File: src/vp_cfg.svh
//////////////////////////////////////////////////
// UDP virtual port constants
// Queue depths and fixed protocol header values
//////////////////////////////////////////////////
`ifndef VP_CFG_SVH
`define VP_CFG_SVH

// Queue sizing
`define VP_PAYLOAD_DEPTH    2048
`define VP_LENGTH_DEPTH     8
`define VP_MAX_PAYLOAD      1472
`define VP_MIN_FRAME        60          // Before FCS

// Fixed header fields
`define VP_ETHERTYPE        16'h0800
`define VP_IPV4_VERSION_IHL 8'h45
`define VP_IPV4_FLAGS       16'h4000
`define VP_TTL              8'd64
`define VP_IPV4_PROTOCOL    8'd17       // UDP
`define VP_CRC32_POLY       32'hEDB88320

`endif
File: src/sync_fifo.sv
//////////////////////////////////////////////////
// Single clock queue, first word fall through
// Entry type set by parameter
//////////////////////////////////////////////////
module sync_fifo #(
    parameter type T     = logic [7:0],
    parameter int  DEPTH = 16
) (
    input  logic clock,
    input  logic reset,
    input  logic push,
    input  T     push_data,
    input  logic pop,
    output T     pop_data,
    output logic empty,
    output logic full
);

    localparam int PTR_W = (DEPTH > 1) ? $clog2(DEPTH) : 1;
    localparam int CNT_W = $clog2(DEPTH + 1);

    T                 mem [DEPTH];
    logic [PTR_W-1:0] write_ptr;
    logic [PTR_W-1:0] read_ptr;
    logic [CNT_W-1:0] count;

    assign pop_data = mem[read_ptr];    // Head is always visible
    assign empty    = (count == '0);
    assign full     = (count == CNT_W'(DEPTH));

    always_ff @(posedge clock) begin
        if (push)
            mem[write_ptr] <= push_data;
    end

    always_ff @(posedge clock) begin
        if (reset) begin
            write_ptr <= '0;
            read_ptr  <= '0;
            count     <= '0;
        end else begin
            if (push)
                write_ptr <= (write_ptr == PTR_W'(DEPTH - 1)) ? '0 : write_ptr + 1'b1;
            if (pop)
                read_ptr <= (read_ptr == PTR_W'(DEPTH - 1)) ? '0 : read_ptr + 1'b1;
            case ({push, pop})
                2'b10:   count <= count + 1'b1;
                2'b01:   count <= count - 1'b1;
                default: count <= count;
            endcase
        end
    end

endmodule

File: config.mk
export PLATFORM = sky130hd
export DESIGN_NAME = sync_fifo
export DESIGN_NICKNAME = d
export VERILOG_FILES = /design/src/vp_cfg.svh /design/src/sync_fifo.sv
export SDC_FILE = /design/constraint.sdc
export NUM_CORES = 1
export LEC_CHECK = 0
export ABC_AREA = 1
export ABC_CLOCK_PERIOD_IN_PS = 3100
export BUFFER_PORTS_ARGS = -buffer_cell sky130_fd_sc_hd__clkbuf_2
export CAP_MARGIN = 10
export CORE_MARGIN = 2
export CORE_UTILIZATION = 50
export DETAILED_ROUTE_END_ITERATION = 8
export MAX_ROUTING_LAYER = met4
export PLACE_DENSITY_LB_ADDON = 0.3
export SLEW_MARGIN = 25
export SYNTH_ARGS = -nofsm -noshare
export SYNTH_HDL_FRONTEND = slang
export SYNTH_SLANG_ARGS = --single-unit
File: constraint.sdc
create_clock -name clock -period 3.1 [get_ports clock]
set_input_delay 0.155 -clock clock [delete_from_list [all_inputs] [get_ports clock]]
set_output_delay 0.155 -clock clock [all_outputs]
set_load 0.01 [all_outputs]
==> impl_metrics.csv <==
group,metric,value,unit
timing,hold_viol,0,
finish,postLayoutCoreUtil,57.5,%
yosys,muxShareOfSynthArea,0,%
timing,finalCriticalPeriod,2.32,ns
cts,clock_latency,0.42,ns
yosys,seq_area_frac_synth,67.9,%
yosys,synth-compound-area-share,11.4,%
critical_path,critical_path.max_fanout,33,
die,die_h,115,microns
die,die_w,115,microns
die,coreArea,0.0120,sq mm
critical_path,crit_type,"register to output port",
cts,cts_setup_buffers,0,
finish,register_area,0.00419,sq mm
yosys,syn_inst,540,
detailed_routing,post-route-drc-count,0,
cts,cts-resized-gates,0,
min_path,hold_path.class,"primary input to register",
yosys,yosys.area_share.xor_xnor,0.426,%
detailed_routing,maxUsedRoutingLayer,"met4",
place,portBuffers,21,
detailed_routing,drtIter0Drc,502,
pwr,p_leak,0.00262,uW
grt,grt_antenna_before_repair,0,
timing,rsz0062_at_grt,"false",
grt,grt_max_degree,48,
yosys,ys.flop_type,"edfxtp_1",
grt,grt_pass1_vias,3775,
finish,nets,585,
detailed_routing,viasPerCell,5.43,
finish,multi_input_area,0.00150,sq mm
timing,maxSlewHeadroom,33.7,%
timing,setup_tns,0,ns
cts,clk_pin_slew_worst_paths,0.06,ns
detailed_routing,dr_wl_met2,6000,microns
yosys,synth-seq-cells,145,
grt,grt_pass1_wl,19600,microns
timing,worstMarginPinSlew,0.991,ns
finish,final_cell_mix,"edfxtp_1 (128), inv_1 (88), nand2_1 (69)",
detailed_routing,drt_wl_total,12600,microns
grt,grt_usage,21.1,%
yosys,synth_area_leader_cell,"edfxtp_1",
finish,mostFrequentLayoutCell,"edfxtp_1",
critical_path,crit_arrival,2.17,ns
yosys,avgSynthCellArea,11.4,sq um
yosys,synthAdderAreaFrac,1.83,%
cts,cts_hold_buffers,0,
finish,fillerInstances,1014,
yosys,synth_top_area_share,62.3,%
timing,skew,0.00689,ns
yosys,synth_top_family_by_area,"compound AO/OA/AOI/OAI gates",
timing,max_freq,431,MHz
pwr,powerDensity,631,mW/mm^2
place,gp_routability_congestion,0.849,
cts,cts_buffer_depth,2,
cts,htreeDepth,4,
finish,drive_gt1_share,11.8,%
die,ios,22,
yosys,ys_warn_count,0,
outcome,status,"finished, final reports clean",
finish,area_growth,12.0,%
detailed_routing,met3_length,806,microns
yosys,syn-num-nets,561,
critical_path,crit_required,2.94,ns
cts,cts.sinks,145,
detailed_routing,drt-met1-wl,5620,microns
job,maxCapViolCount,0,
detailed_routing,antenna_left,0,
yosys,synth-simple-area-share,10.8,%
die,start_util,51.3,%
timing,report.final.slew_viol_count,0,
cts,root_buffer,"clkbuf_16",
yosys,netlist_area,0.00617,sq mm
die,num_rows,40,
detailed_routing,wl_per_cell,17.5,microns
die,dieArea,0.0132,sq mm
critical_path,endpoint_kind,"output port",
finish,n_antenna_cell,0,
pwr,peakVddDrop,0.422,mV
yosys,ys_async_sr_fraction,0,%
cts,cts_buffers,17,
yosys,synth-edff-count,128,
timing,post-route-period-util,74.9,%
place,hpwl,7970,microns
timing,setup_viol,0,
yosys,ys_types,23,
yosys,synthTopCellsByArea,"edfxtp_1 (62%), dfxtp_1 (5.5%), inv_1 (5.4%)",
cts,cts_tree,"done",
grt,grt.overflow.total,0,
critical_path,cp-start-kind,"register",
detailed_routing,firstDrtPassIters,6,
detailed_routing,vias,3929,
cell type report:
type	count	share of cell area, %
inverters	88	4.78
well taps	147	2.66
repair buffers	30	2.50
clock buffers	19	6.27
flip-flops and latches	145	60.6
multi-input cells	282	21.8
clock inverters	12	1.38
layer usage:
layer / vias to the layer above / global-route usage (%)
met1: 1888 / 27.2
met5: - / -
met4: 0 / 8.03
met2: 111 / 32.1
met3: 15 / 5.90
li1: 1915 / -
worst max-delay path: stages (launching register included):
cell and delay [ns]:
dfxtp_2 0.74, buf_4 0.36, a21oi_1 0.07, o21ai_0 0.08
nand3_1 0.16, nand3_1 0.12, nand2_1 0.07, clkbuf_2 0.13
worst paths after layout:
check | depth (start not counted) | startpoint | endpoint | slack [ns]
setup / recovery | 7 | register | pop_data[2] | 0.78
hold reg to reg | 2 | write_ptr[2] | write_ptr[2] | 0.51
setup reg to reg | 4 | write_ptr[0] | mem[2][0] | 1.20
hold / removal | 2 | reset | write_ptr[2] | 0.02
where the power goes:
part,internal [uW],switching (uW)
clock,1080,748
sequential,2160,40.8
combinational,116,211
synthesized netlist by cell type (11+ instances only):
master,instances
edfxtp_1,128
nand2_1,69
inv_1,88
nor2_1,26
dfxtp_1,17
o211ai_1,23
buf_2,16
nand3_1,58
o21ai_1,11
o21ai_0,27
a21oi_1,42
through the flow:
| step | instances | total power (uW) | area (sq um) | hold WS (ns) | setup WS (ns) |
|---|---|---|---|---|---|
| 6_report | 723 | 4360 | 6910 | 0.0250 | 0.779 |
| 3_3_place_gp | 692 | 2550 | 6380 | 0.443 | 1.29 |
| 2_1_floorplan | 540 | 2460 | 6170 | 0.224 | 1.70 |
| 5_1_grt | 723 | 4510 | 6910 | 0.0172 | 0.600 |
| 3_5_place_dp | 692 | 2570 | 6380 | 0.454 | 1.21 |
| 4_1_cts | 723 | 4380 | 6910 | 0.0143 | 0.781 |
kinds of logic after synthesis:
| kind of cell | after synthesis |
|---|---|
| buffers and inverters | 113 |
| adder cells (fa/ha/maj) | 9 |
| AO/OA/AOI/OAI | 114 |
| XOR/XNOR | 3 |
| flip-flops | 145 |
| AND/OR/NAND/NOR | 156 |
flip-flops by register name (all words and copies together), names as in the netlist, named ones only:
register,count
count,5
mem,128
read_ptr,4
write_ptr,4
Power figures use the tool's default switching activity.
