$ cat config.mk
export PLATFORM = sky130hd
export DESIGN_NAME = udp_transmit_handler
export DESIGN_NICKNAME = d
export VERILOG_FILES = /design/src/vp_cfg.svh /design/src/vp_pkg.sv /design/src/udp_transmit_handler.sv
export SDC_FILE = /design/constraint.sdc
export NUM_CORES = 1
export LEC_CHECK = 0
export BUFFER_PORTS_ARGS = -buffer_cell sky130_fd_sc_hd__buf_2
export CORE_MARGIN = 4
export CORE_UTILIZATION = 52
export CTS_CLUSTER_SIZE = 25
export DETAILED_ROUTE_END_ITERATION = 8
export PLACE_DENSITY = 0.84
export SLEW_MARGIN = 20
export SYNTH_ARGS = -nofsm -noshare
export SYNTH_HDL_FRONTEND = slang
export SYNTH_SLANG_ARGS = --single-unit
$ cat constraint.sdc
create_clock -name clock -period 3.59 [get_ports clock]
set_clock_uncertainty 0.15 [all_clocks]
set_input_delay 0.359 -clock clock [delete_from_list [all_inputs] [get_ports clock]]
set_output_delay 0.359 -clock clock [all_outputs]
set_load 0.005 [all_outputs]
$ cat src/vp_cfg.svh
//////////////////////////////////////////////////
// UDP virtual port constants
// Queue depths and fixed protocol header values
//////////////////////////////////////////////////
`ifndef VP_CFG_SVH
`define VP_CFG_SVH

// Queue sizing
`define VP_PAYLOAD_DEPTH    2048
`define VP_LENGTH_DEPTH     8
`define VP_MAX_PAYLOAD      1472
`define VP_MIN_FRAME        60          // Before FCS

// Fixed header fields
`define VP_ETHERTYPE        16'h0800
`define VP_IPV4_VERSION_IHL 8'h45
`define VP_IPV4_FLAGS       16'h4000
`define VP_TTL              8'd64
`define VP_IPV4_PROTOCOL    8'd17       // UDP
`define VP_CRC32_POLY       32'hEDB88320

`endif
$ cat src/vp_pkg.sv
//////////////////////////////////////////////////
// UDP virtual port shared types
// Stream words, address fields and FSM states
//////////////////////////////////////////////////
package vp_pkg;

    // One octet of frame or payload
    typedef logic [7:0] byte_t;

    // Stream word, last marks the final byte
    typedef struct packed {
        logic  last;
        byte_t data;
    } stream_word_t;

    typedef logic [47:0] mac_addr_t;
    typedef logic [31:0] ipv4_addr_t;
    typedef logic [15:0] udp_port_t;

    typedef logic [15:0] length_t;     // Bytes
    typedef logic [15:0] checksum_t;   // One's complement
    typedef logic [31:0] fcs_t;        // CRC-32

    //////////////////////////////////////////////////
    // Frame generator states
    //////////////////////////////////////////////////
    typedef enum logic [2:0] {
        FRAME_IDLE,
        FRAME_CHECKSUM,         // IPv4 header pre-pass
        FRAME_CHECKSUM_WAIT,
        FRAME_SEND,             // Header, payload, padding
        FRAME_FCS
    } frame_state_t;

endpackage

$ cat src/udp_transmit_handler.sv
//////////////////////////////////////////////////
// UDP transmit handler
// Splits payload words into the byte queue and
// counts each payload for the length queue
//////////////////////////////////////////////////
module udp_transmit_handler (
    input  logic                 clock,
    input  logic                 reset,
    input  vp_pkg::stream_word_t data,
    input  logic                 data_enable,
    output logic                 data_ready,
    input  logic                 payload_full,
    input  logic                 length_full,
    output logic                 payload_push,
    output vp_pkg::byte_t        payload_byte,
    output logic                 length_push,
    output vp_pkg::length_t      length
);

    vp_pkg::length_t byte_count;    // Bytes taken so far in this payload
    logic            accept;

    // Queues do not guard themselves
    assign data_ready = !payload_full && !length_full;
    assign accept     = data_enable && data_ready;

    // Byte and length land in the queues on the accepting edge
    assign payload_push = accept;
    assign payload_byte = data.data;
    assign length_push  = accept && data.last;
    assign length       = byte_count + 16'd1;   // Includes current byte

    always_ff @(posedge clock) begin
        if (reset) begin
            byte_count <= '0;
        end else if (accept) begin
            if (data.last)
                byte_count <= '0;
            else
                byte_count <= length;
        end
    end

endmodule

==> out/summary.txt <==
Top Ports = 41
Critical path startpoint category = flop
Register area = 320 um^2
Aggregate global-route resource usage = 18.7%
Worst r2r dst = byte_count[12]
Final Hold Viols = 0
Worst Hold Class = in2reg
Worst-path maximum fanout = 7
PostCTS Resize Cnt = 0
Fin crit period = 2.52 ns
DRC = 0
Regs by FF count = byte_count (16)
Vias in the first global route = 932
RSZ-0062 raised after global routing = no
Post-synth EDFFs = 0
H-tree depth = 1
HPWL Detailed = 1.75 mm
DRT iter0 DRCs = 20
Core box area = 0.00198 mm^2
Setup-failing EPs final = 0
Seq/Total Area, Yosys = 29.0%
Largest Register = byte_count
Synth cell types = 34
Antenna viol nets, final = 0
Outcome = finished, final reports clean
Data arrival, critical path = 2.01 ns
Fill cells = 195
Root Driver = clkbuf_4
Largest net degree at the start of global routing = 17
Hold path cells = 2
Post-Syn Instances = 145
Worst VDD drop = 294 uV
# Post-CTS Setup Buffers = 0
Synth area leaders = dfxtp_1 29%, xnor2_1 6.3%, buf_4 5.4%, a21oi_1 5.0%, nor2_1 4.8%
Fin crit share = 70.2%
Chip width = 54.1 um
Chip Height = 54.1 um
Worst-case reg-to-reg path depth = 5
Clock buffer depth = 2
TritonCTS clock tree = built
Synth Net Count = 160
Ys flop type = dfxtp_1
Hold Startpoint = reset
Reg2Reg Setup Slack = 1.45 ns
RePlAce Congestion = 0.892
Biggest area consumer among synthesized cells = dfxtp_1
Setup Slack @ Placement = 1.41 ns
Worst setup margin = 1.07 ns
First-pass GRT wire length = 4.07 mm
Total CTS buffers = 3
Ant. Diodes = 0
PortBufs = 24
Synthesis-stage register bit count = 16
Leak Pwr = 0.000501 uW
Vias = 1036
Area Growth Syn to Fin = 7.60%
Setup TNS = 0 ns
CP required = 3.08 ns
Top-area cell type share of the netlist area = 29.0%
Syn Std Cell Area = 0.00110 mm^2
Die area = 0.00292 mm^2
Antenna violations before repair = 0
Critical path type = reg2out
Worst-path clk slew = 0.09 ns
Final #Nets = 170
CTS Sinks = 16
# hold bufs at CTS = 0
Fmax = 397 MHz
Layout cells sized above 1 = 20.1%
Max-Cap Viols = 0
Pwr dens = 266 mW/mm^2
Avg Vias per Cell = 5.72
Total Routed Length = 2.39 mm
Synth Warn # = 0
TritonRoute pass-1 iters = 4
Worst slew margin = 64.0%
Multi-input gate area = 658 um^2
Insertion delay to the later sink of the worst-skew pair = 0.29 ns
Initial Utilization = 55.7%
Max reg flops = 16
Final Max Slew Viols = 0
Mapped Avg Cell Area = 7.61 um^2
Critical Path Start = byte_count[0]
Endpoint type of the worst setup path = primary output
Critical R2R Launch = byte_count[0]
Gr ovfl total = 0
Routed WL per cell = 13.2 um
Async set-reset flop share out of synthesis = 0%
Worst slew pin tran = 0.534 ns
FP Rows = 16
Endpoint, Worst Hold = byte_count[0]
synth_stat cells, types with 2 or more instances:
cell      instances
dfxtp_1          16
nor2_1           14
a21oi_1          11
nand2_1          11
buf_4             8
xnor2_1           8
nand3_1           7
o21ai_0           7
xor2_1            6
clkbuf_1          5
inv_1             5
nor3_1            5
nor2b_1           4
a31oi_1           3
a32o_1            3
and3_1            3
buf_2             3
mux2i_1           3
nor4_1            3
buf_1             2
nand3b_1          2
nand4_1           2
or3_1             2
or4_1             2
cell families (layout without fill, tap and decap cells):
group	Yosys count	count (layout)	share of synthesized area, %
mux	3	3	2.72
buf+inv	24	33	11.3
fa+ha+maj	1	1	1.13
compound gates	26	26	14.1
xor+xnor	14	14	11.1
simple gates	61	61	30.6
flops	16	16	29.0
metrics by stage:
stage / hold WS [ns] / power [uW] / util [%] / cells / area, um^2
finish: 0.268 / 316 / 59.9 / 181 / 1190
global route: 0.252 / 335 / 59.9 / 181 / 1190
CTS: 0.256 / 322 / 59.9 / 181 / 1190
detailed placement: 0.339 / 201 / 58.1 / 177 / 1150
global placement: 0.328 / 200 / 58.1 / 177 / 1150
floorplan: 0.315 / 200 / - / 145 / 1100
cell usage in the layout, fill, tap and decap left out, drive strengths merged:
cell and instances:
buf 24, a21oi 11, nor3 5, and3 3, nand3b 2, xnor2 8
nand3 8, or3 2, or4b 1, o21ai 7, a31oi 3, o311ai 1
or2 1, nor2b 4, clkbuf 4, a32o 3, nor4 3, inv 5
nor2 14, nor3b 1, ha 1, xor2 6, dfxtp 16, mux2i 3
nand4 3, or4 3, nand2 11, a22oi 1
worst max-delay path: stages (launching register included):
cell	delay [ns]
dfxtp_1	0.44
ha_1	0.28
nand3_1	0.18
nor4_1	0.51
xor2_1	0.19
buf_2	0.13
power breakdown:
part,switching [uW],internal (uW),leakage [uW]
Sequential,0.650,178,0.000129
Combinational,12.5,5.68,0.000352
Clock,57.8,61.9,0.0000210
area by class of cell:
class | instances | share of cell area, %
clock buffer | 4 | 3.06
inverter | 5 | 1.58
multi-input combinational | 105 | 55.4
sequential | 16 | 27.0
tap | 27 | 2.85
timing repair buffer | 24 | 10.1
worst max-delay path by stage:
stage                                 to  slack [ns]  cells after the start
after CTS                     length[14]        1.09                      5
after global placement    byte_count[11]        1.48                      4
final                         length[14]        1.07                      5
after floorplan           byte_count[12]        1.67                      5
after detailed placement  byte_count[11]        1.41                      4
after global routing          length[14]        0.84                      5
per-layer routing:
metal | global-route usage (%) | share of wire (%) | vias up
li1 | - | - | 517
met1 | 22.7 | 43 | 478
met2 | 31.0 | 48 | 35
met3 | 6.65 | 7.9 | 6
met4 | 4.98 | 1.2 | 0
met5 | 0 | 0 | -
No activity file was read; power rests on OpenSTA's default activity.
