## config.mk

```make
export PLATFORM = sky130hd
export DESIGN_NAME = ethernet_frame_generator
export DESIGN_NICKNAME = d
export VERILOG_FILES = /design/src/vp_pkg.sv /design/src/ethernet_frame_generator.sv /design/src/frame_check_sequence_generator.sv /design/src/internet_checksum_calculator.sv
export VERILOG_INCLUDE_DIRS = /design/src
export SDC_FILE = /design/constraint.sdc
export NUM_CORES = 1
export LEC_CHECK = 0
export BUFFER_PORTS_ARGS = -buffer_cell sky130_fd_sc_hd__buf_2
export CAP_MARGIN = 20
export CORE_ASPECT_RATIO = 1.75
export CORE_MARGIN = 2
export CORE_UTILIZATION = 28
export CTS_CLUSTER_SIZE = 28
export DETAILED_ROUTE_END_ITERATION = 10
export PLACE_DENSITY = 0.44
export SLEW_MARGIN = 20
export SYNTH_ARGS = -nofsm -noshare
export SYNTH_HDL_FRONTEND = slang
export SYNTH_HIERARCHICAL = 1
export SYNTH_SLANG_ARGS = --single-unit
```

## constraint.sdc

```tcl
create_clock -name clock -period 12.1 [get_ports clock]
set_input_delay 0.605 -clock clock [delete_from_list [all_inputs] [get_ports clock]]
set_output_delay 0.605 -clock clock [all_outputs]
set_load 0.05 [all_outputs]
```

## src/vp_cfg.svh

```systemverilog
//////////////////////////////////////////////////
// UDP virtual port constants
// Queue depths and fixed protocol header values
//////////////////////////////////////////////////
`ifndef VP_CFG_SVH
`define VP_CFG_SVH

// Queue sizing
`define VP_PAYLOAD_DEPTH    2048
`define VP_LENGTH_DEPTH     8
`define VP_MAX_PAYLOAD      1472
`define VP_MIN_FRAME        60          // Before FCS

// Fixed header fields
`define VP_ETHERTYPE        16'h0800
`define VP_IPV4_VERSION_IHL 8'h45
`define VP_IPV4_FLAGS       16'h4000
`define VP_TTL              8'd64
`define VP_IPV4_PROTOCOL    8'd17       // UDP
`define VP_CRC32_POLY       32'hEDB88320

`endif
```

## src/vp_pkg.sv

```systemverilog
//////////////////////////////////////////////////
// UDP virtual port shared types
// Stream words, address fields and FSM states
//////////////////////////////////////////////////
package vp_pkg;

    // One octet of frame or payload
    typedef logic [7:0] byte_t;

    // Stream word, last marks the final byte
    typedef struct packed {
        logic  last;
        byte_t data;
    } stream_word_t;

    typedef logic [47:0] mac_addr_t;
    typedef logic [31:0] ipv4_addr_t;
    typedef logic [15:0] udp_port_t;

    typedef logic [15:0] length_t;     // Bytes
    typedef logic [15:0] checksum_t;   // One's complement
    typedef logic [31:0] fcs_t;        // CRC-32

    //////////////////////////////////////////////////
    // Frame generator states
    //////////////////////////////////////////////////
    typedef enum logic [2:0] {
        FRAME_IDLE,
        FRAME_CHECKSUM,         // IPv4 header pre-pass
        FRAME_CHECKSUM_WAIT,
        FRAME_SEND,             // Header, payload, padding
        FRAME_FCS
    } frame_state_t;

endpackage

```

## src/ethernet_frame_generator.sv

```systemverilog
//////////////////////////////////////////////////
// Ethernet II frame generator for UDP payloads
// Checksum pre-pass, then header, payload,
// padding and FCS on the output stream
//////////////////////////////////////////////////
`include "vp_cfg.svh"

module ethernet_frame_generator (
    input  logic                 clock,
    input  logic                 reset,
    input  vp_pkg::mac_addr_t    mac_source,
    input  vp_pkg::mac_addr_t    mac_destination,
    input  vp_pkg::ipv4_addr_t   ipv4_source,
    input  vp_pkg::ipv4_addr_t   ipv4_destination,
    input  vp_pkg::udp_port_t    udp_source,
    input  vp_pkg::udp_port_t    udp_destination,
    input  logic                 length_empty,
    input  vp_pkg::length_t      length,
    output logic                 length_pop,
    input  vp_pkg::byte_t        payload_byte,
    output logic                 payload_pop,
    output vp_pkg::stream_word_t frame_data,
    output logic                 frame_valid,
    input  logic                 frame_enable
);

    localparam int HEADER_BYTES = 42;   // MAC, IPv4 and UDP headers
    localparam int IPV4_FIRST   = 14;
    localparam int IPV4_LAST    = 33;

    vp_pkg::frame_state_t      state;
    vp_pkg::length_t           byte_index;
    logic [1:0]                fcs_index;
    vp_pkg::length_t           identification;
    vp_pkg::length_t           payload_end;
    vp_pkg::length_t           frame_end;
    logic [HEADER_BYTES*8-1:0] header;
    vp_pkg::byte_t             header_byte;
    vp_pkg::byte_t             body_byte;
    logic                      transfer;

    logic                      checksum_start;
    vp_pkg::byte_t             checksum_data;
    logic                      checksum_enable;
    logic                      checksum_last;
    vp_pkg::checksum_t         checksum_result;
    logic                      checksum_valid;
    logic                      fcs_start;
    vp_pkg::byte_t             fcs_data;
    logic                      fcs_enable;
    vp_pkg::fcs_t              fcs;

    internet_checksum_calculator ipv4_checksum_calculator (
        .clock        (clock),
        .reset        (reset),
        .start        (checksum_start),
        .data         (checksum_data),
        .data_enable  (checksum_enable),
        .data_last    (checksum_last),
        .result       (checksum_result),
        .result_valid (checksum_valid)
    );

    frame_check_sequence_generator frame_check_sequence_generator (
        .clock       (clock),
        .reset       (reset),
        .start       (fcs_start),
        .data        (fcs_data),
        .data_enable (fcs_enable),
        .checksum    (fcs)
    );

    //////////////////////////////////////////////////
    // Header bytes and frame layout
    //////////////////////////////////////////////////
    assign payload_end = length + 16'(HEADER_BYTES);
    assign frame_end   = (payload_end < 16'(`VP_MIN_FRAME)) ? 16'(`VP_MIN_FRAME) : payload_end;

    // Checksum field stays zero during the pre-pass
    assign header = {mac_destination, mac_source, `VP_ETHERTYPE,
                     `VP_IPV4_VERSION_IHL, 8'h00, length + 16'd28, identification,
                     `VP_IPV4_FLAGS, `VP_TTL, `VP_IPV4_PROTOCOL,
                     (state == vp_pkg::FRAME_SEND) ? checksum_result : 16'h0000,
                     ipv4_source, ipv4_destination,
                     udp_source, udp_destination, length + 16'd8, 16'h0000};

    always_comb begin
        header_byte = 8'h00;
        if (byte_index < HEADER_BYTES)
            header_byte = header[(HEADER_BYTES - 1 - byte_index) * 8 +: 8];
        if (byte_index < HEADER_BYTES)
            body_byte = header_byte;
        else if (byte_index < payload_end)
            body_byte = payload_byte;
        else
            body_byte = 8'h00;              // Pad to minimum frame
    end

    always_comb begin
        frame_data = '0;
        if (state == vp_pkg::FRAME_FCS) begin
            frame_data.data = fcs[fcs_index*8 +: 8];   // Low byte first
            frame_data.last = (fcs_index == 2'd3);
        end else begin
            frame_data.data = body_byte;
        end
    end

    assign frame_valid = (state == vp_pkg::FRAME_SEND) || (state == vp_pkg::FRAME_FCS);
    assign transfer    = frame_valid && frame_enable;
    assign payload_pop = (state == vp_pkg::FRAME_SEND) && transfer &&
                         (byte_index >= HEADER_BYTES) && (byte_index < payload_end);
    assign length_pop  = (state == vp_pkg::FRAME_FCS) && transfer && (fcs_index == 2'd3);

    assign checksum_start  = (state == vp_pkg::FRAME_IDLE) && !length_empty;
    assign checksum_data   = header_byte;
    assign checksum_enable = (state == vp_pkg::FRAME_CHECKSUM);
    assign checksum_last   = (byte_index == 16'(IPV4_LAST));
    assign fcs_start       = checksum_start;
    assign fcs_data        = body_byte;
    assign fcs_enable      = (state == vp_pkg::FRAME_SEND) && transfer;

    //////////////////////////////////////////////////
    // Frame FSM
    //////////////////////////////////////////////////
    always_ff @(posedge clock) begin
        if (reset) begin
            state          <= vp_pkg::FRAME_IDLE;
            byte_index     <= '0;
            fcs_index      <= '0;
            identification <= '0;
        end else begin
            case (state)
                vp_pkg::FRAME_IDLE: begin
                    if (!length_empty) begin
                        state      <= vp_pkg::FRAME_CHECKSUM;
                        byte_index <= 16'(IPV4_FIRST);
                    end
                end
                vp_pkg::FRAME_CHECKSUM: begin
                    if (checksum_last)
                        state <= vp_pkg::FRAME_CHECKSUM_WAIT;
                    else
                        byte_index <= byte_index + 16'd1;
                end
                vp_pkg::FRAME_CHECKSUM_WAIT: begin
                    if (checksum_valid) begin
                        state      <= vp_pkg::FRAME_SEND;
                        byte_index <= '0;
                    end
                end
                vp_pkg::FRAME_SEND: begin
                    if (transfer) begin
                        byte_index <= byte_index + 16'd1;
                        if (byte_index == frame_end - 16'd1) begin
                            state     <= vp_pkg::FRAME_FCS;
                            fcs_index <= '0;
                        end
                    end
                end
                vp_pkg::FRAME_FCS: begin
                    if (transfer) begin
                        fcs_index <= fcs_index + 2'd1;
                        if (fcs_index == 2'd3) begin
                            state          <= vp_pkg::FRAME_IDLE;
                            identification <= identification + 16'd1;
                        end
                    end
                end
                default: state <= vp_pkg::FRAME_IDLE;
            endcase
        end
    end

endmodule

```

## src/frame_check_sequence_generator.sv

```systemverilog
//////////////////////////////////////////////////
// Ethernet FCS, reflected CRC-32
// One byte per clock, inverted output
//////////////////////////////////////////////////
`include "vp_cfg.svh"

module frame_check_sequence_generator (
    input  logic          clock,
    input  logic          reset,
    input  logic          start,
    input  vp_pkg::byte_t data,
    input  logic          data_enable,
    output vp_pkg::fcs_t  checksum
);

    vp_pkg::fcs_t crc;

    // LSB first, one shift per bit
    function automatic vp_pkg::fcs_t crc_step(vp_pkg::fcs_t value, vp_pkg::byte_t octet);
        vp_pkg::fcs_t next;
        next = value ^ {24'd0, octet};
        for (int i = 0; i < 8; i++) begin
            if (next[0])
                next = (next >> 1) ^ `VP_CRC32_POLY;
            else
                next = next >> 1;
        end
        return next;
    endfunction

    assign checksum = ~crc;

    always_ff @(posedge clock) begin
        if (reset || start)
            crc <= '1;
        else if (data_enable)
            crc <= crc_step(crc, data);
    end

endmodule

```

## src/internet_checksum_calculator.sv

```systemverilog
//////////////////////////////////////////////////
// Internet checksum over a byte stream
// Big endian word pairs, end around carry
//////////////////////////////////////////////////
module internet_checksum_calculator (
    input  logic              clock,
    input  logic              reset,
    input  logic              start,
    input  vp_pkg::byte_t     data,
    input  logic              data_enable,
    input  logic              data_last,
    output vp_pkg::checksum_t result,
    output logic              result_valid
);

    logic              byte_pending;    // High byte of a word is held
    vp_pkg::byte_t     high_byte;
    vp_pkg::checksum_t sum;
    vp_pkg::checksum_t next_sum;
    logic [15:0]       word;
    logic [16:0]       word_sum;

    always_comb begin
        word     = byte_pending ? {high_byte, data} : {data, 8'h00};
        word_sum = {1'b0, sum} + {1'b0, word};
        next_sum = word_sum[15:0] + {15'd0, word_sum[16]};
    end

    always_ff @(posedge clock) begin
        if (reset || start) begin
            byte_pending <= 1'b0;
            sum          <= '0;
            result_valid <= 1'b0;
        end else if (data_enable) begin
            high_byte <= data;
            if (byte_pending || data_last)
                sum <= next_sum;    // Odd tail padded with zero
            byte_pending <= !byte_pending && !data_last;
            if (data_last) begin
                result       <= ~next_sum;
                result_valid <= 1'b1;
            end
        end
    end

endmodule

```

==> run summary <==
Hold Fails Final Rpt: 0
Min-delay worst type: reg -> reg
Number of global-route vias before repair: 11.4k
Util after Layout: 33.0%
Worst R2R Start: byte_index[2]
Min-delay src: ipv4_checksum_calculator/sum[0]
Total GRT Usage: 22.5%
Top Ports: 232
Largest fanout on the critical path: 37
Detailed Place HPWL: 39.0 mm
H-tree levels: 3
Site row count: 98
Placed insts: 2050
Worst hold endpoint: ipv4_checksum_calculator/sum[0]
Unique masters post-synth: 99
Hold-fix buffers, CTS: 0
Peak supply drop: 0.162 mV
Post-CTS setup buffers: 0
Ys flop type: dfxtp_1
Tcrit/Tclk final: 57.8%
Critical Path RT: 12.37 ns
Die span in y: 272 µm
First-pass GRT wire length: 71.8 mm
Syn Std Cell Area: 11500 µm²
R2R cell count: 17
Post-synth EDFFs: 24
CP Capture Type: register
Final Max Tran Viols: 0
Antenna violations before repair: 3
RSZ-0062 raised after global routing: false
Worst Path Arrival: 7.27 ns
Slew headroom: 31.7%
Post-synth ARST share: 0%
Sequential area share after synthesis: 21.4%
Max Cap Viol: 0
Final min period: 7.00 ns
Routed WL: 48.0 mm
Worst-Skew Late Latency: 0.38 ns
Synthesized area per cell: 8.59 µm²
Grt total ovfl: 0
Final setup vio count: 0
Pleak: 0.00532 µW
PostCTS Resize Cnt: 0
Hold Path Cell Cnt: 2
Share of layout cells above drive strength 1: 25.9%
Setup TNS: 0 ns
Pre-antenna DRT Iters: 5
Startpoint types: register
Starting Density: 28.2%
IO Port Bufs: 231
Drt drc: 0
Status: finished clean
Via count: 11.1k
Deepest clock path buffer count: 2
Number of DRC violations after detailed-routing iteration 0: 714
Final GP Congestion: 0.944
Root buffer cell: clkbuf_16
Max Freq: 143 MHz
Via-to-Cell Ratio: 5.35
TritonCTS buffer count: 9
Post-route insts no fill: 2068
Flops & latches, synth: 111
Critical path class: reg -> reg
Yosys synthesis warning count: 6
TritonCTS clock tree: done
Die area: 42700 µm²
DRT antenna net count: 0
Core area: 40700 µm²
Cell count after synthesis: 1337
Worst setup path start: byte_index[2]
Die extent in x: 157 µm
Mapped Nets: 1604
Clock slew at reported path FFs: 0.08 ns
Slew @ Worst Pin: 1.02 ns
Clk_skew: 0.0119 ns
Clock Sinks: 111
Fillers: 4401
Area growth from synthesis to layout: 17.1%
PD cells: 141 nW/µm²
Wire per inst: 23.2 µm
Nets@finish: 1778
Critical R2R Capture: ipv4_checksum_calculator/sum[15]
R2r setup slk: 5.10 ns
Pin count of the biggest net entering global routing: 55
-- layer usage --
metal	share of wire [%]	track usage [%]	wire length, µm
met2	55	43.1	26200
met4	5.1	11.0	2440
met5	0	0	0
met1	38	24.3	18200
met3	2.5	1.94	1190
-- synth_stat cells (5+ instances only) --
| cell type | instances | share of area, % |
|---|---|---|
| or3_1 | 19 | 1.0 |
| buf_2 | 18 | 0.78 |
| nand3_1 | 40 | 1.7 |
| ha_1 | 46 | 5.0 |
| nand2_1 | 106 | 3.5 |
| o221ai_1 | 9 | 0.69 |
| inv_1 | 63 | 2.1 |
| a211o_1 | 10 | 0.76 |
| o211ai_1 | 35 | 2.3 |
| xnor2_2 | 7 | 0.99 |
| a21oi_1 | 54 | 2.4 |
| buf_1 | 11 | 0.36 |
| nand2b_1 | 8 | 0.44 |
| o22ai_1 | 12 | 0.65 |
| o21ai_0 | 51 | 2.2 |
| edfxtp_1 | 24 | 6.3 |
| and2_1 | 19 | 1.0 |
| nor2b_1 | 6 | 0.33 |
| a22oi_1 | 5 | 0.33 |
| mux2i_1 | 41 | 3.6 |
| xnor2_1 | 114 | 8.7 |
| and3_1 | 17 | 0.93 |
| o31ai_1 | 5 | 0.33 |
| clkbuf_1 | 49 | 1.6 |
| o41ai_1 | 5 | 0.38 |
| mux4_2 | 47 | 9.2 |
| nor4_1 | 18 | 0.98 |
| o21ai_1 | 10 | 0.44 |
| nor3b_1 | 7 | 0.46 |
| mux2_2 | 19 | 1.9 |
| o21a_1 | 6 | 0.39 |
| a31oi_1 | 11 | 0.60 |
| nor2_1 | 107 | 3.5 |
| a21o_1 | 16 | 1.0 |
| a211oi_1 | 23 | 1.5 |
| xor2_1 | 37 | 2.8 |
| or2_2 | 9 | 0.49 |
| nor3_1 | 32 | 1.4 |
| dfxtp_1 | 87 | 15 |
| nand4_1 | 17 | 0.93 |
-- layout make-up --
type	instances	area, µm²	share of cell area (%)
clock inverter	7	87.6	0.651
antenna	2	5.00	0.0372
tap	550	688	5.12
clock buffer	9	225	1.68
multi-input combinational	1073	8430	62.7
timing repair buffer	248	1280	9.55
inverter	68	255	1.90
sequential	111	2470	18.4
-- worst max path at each step --
stage / end / slack (ns) / depth (start not counted)
floorplan: ipv4_checksum_calculator/result[14] / 6.52 / 24
global placement: ipv4_checksum_calculator/result[14] / 4.67 / 22
detailed placement: ipv4_checksum_calculator/result[14] / 5.12 / 22
CTS: ipv4_checksum_calculator/result[14] / 5.07 / 22
global route: ipv4_checksum_calculator/sum[14] / 4.37 / 26
finish: ipv4_checksum_calculator/sum[15] / 5.10 / 17
-- state kept, by name, indices dropped and copies added, names as in the netlist --
register	flops
frame_check_sequence_generator/crc	32
byte_index	16
ipv4_checksum_calculator/byte_pending	1
ipv4_checksum_calculator/result	16
ipv4_checksum_calculator/sum	16
ipv4_checksum_calculator/high_byte	8
identification	16
fcs_index	2
ipv4_checksum_calculator/result_valid	1
state	3
-- cell usage in the layout, fill, tap and decap left out, types with 17 or more instances in the layout --
cell      Yosys  layout
buf_2        18     231
xnor2_1     114     112
nor2_1      107     107
nand2_1     106     106
dfxtp_1      87      85
inv_1        63      63
a21oi_1      54      54
o21ai_0      51      51
mux4_2       47      47
ha_1         46      45
mux2i_1      41      41
nand3_1      40      40
xor2_1       37      36
o211ai_1     35      35
nor3_1       32      32
edfxtp_1     24      24
a211oi_1     23      22
or3_1        19      19
and2_1       19      19
mux2_2       19      19
and3_1       17      17
nand4_1      17      17
nor4_1       18      17
buf_4         4      17
-- logic make-up after synthesis --
group / Yosys count / synth area share (%)
AND/OR/NAND/NOR: 437 / 19.6
AO/OA/AOI/OAI: 315 / 19.3
XOR/XNOR: 167 / 14.2
buffers and inverters: 153 / 5.53
flip-flops: 111 / 21.4
multiplexers: 107 / 14.7
adder cells (fa/ha/maj): 47 / 5.19
-- power by group --
group / switching, µW / internal (µW)
sequential: 14.0 / 393
clock: 161 / 166
combinational: 676 / 488
-- per-stage QoR --
step                instance area, µm²  hold slack (ns)  worst slack, ns  power [µW]
floorplan                        11500            0.439             6.52        1250
global placement                 13100            0.448             4.67        1580
detailed placement               13100            0.456             5.12        1590
CTS                              13400            0.466             5.07        1920
global route                     13400            0.499             4.37        2010
finish                           13400            0.467             5.10        1900
-- worst max-delay path, cell delays in order (launching register included) --
cell	delay, ns
dfxtp_1	0.58
inv_1	0.21
ha_2	0.61
nor2_1	0.54
o211ai_1	0.53
o22ai_1	0.40
a21oi_1	0.14
a211oi_1	0.88
and2_1	0.23
ha_1	0.36
a21oi_1	0.25
o21ai_1	0.16
o21a_1	0.26
a311oi_1	0.72
o21ai_1	0.32
or3_1	0.42
a32oi_1	0.17
nor3_1	0.07
No activity file was read; power rests on OpenSTA's default activity.
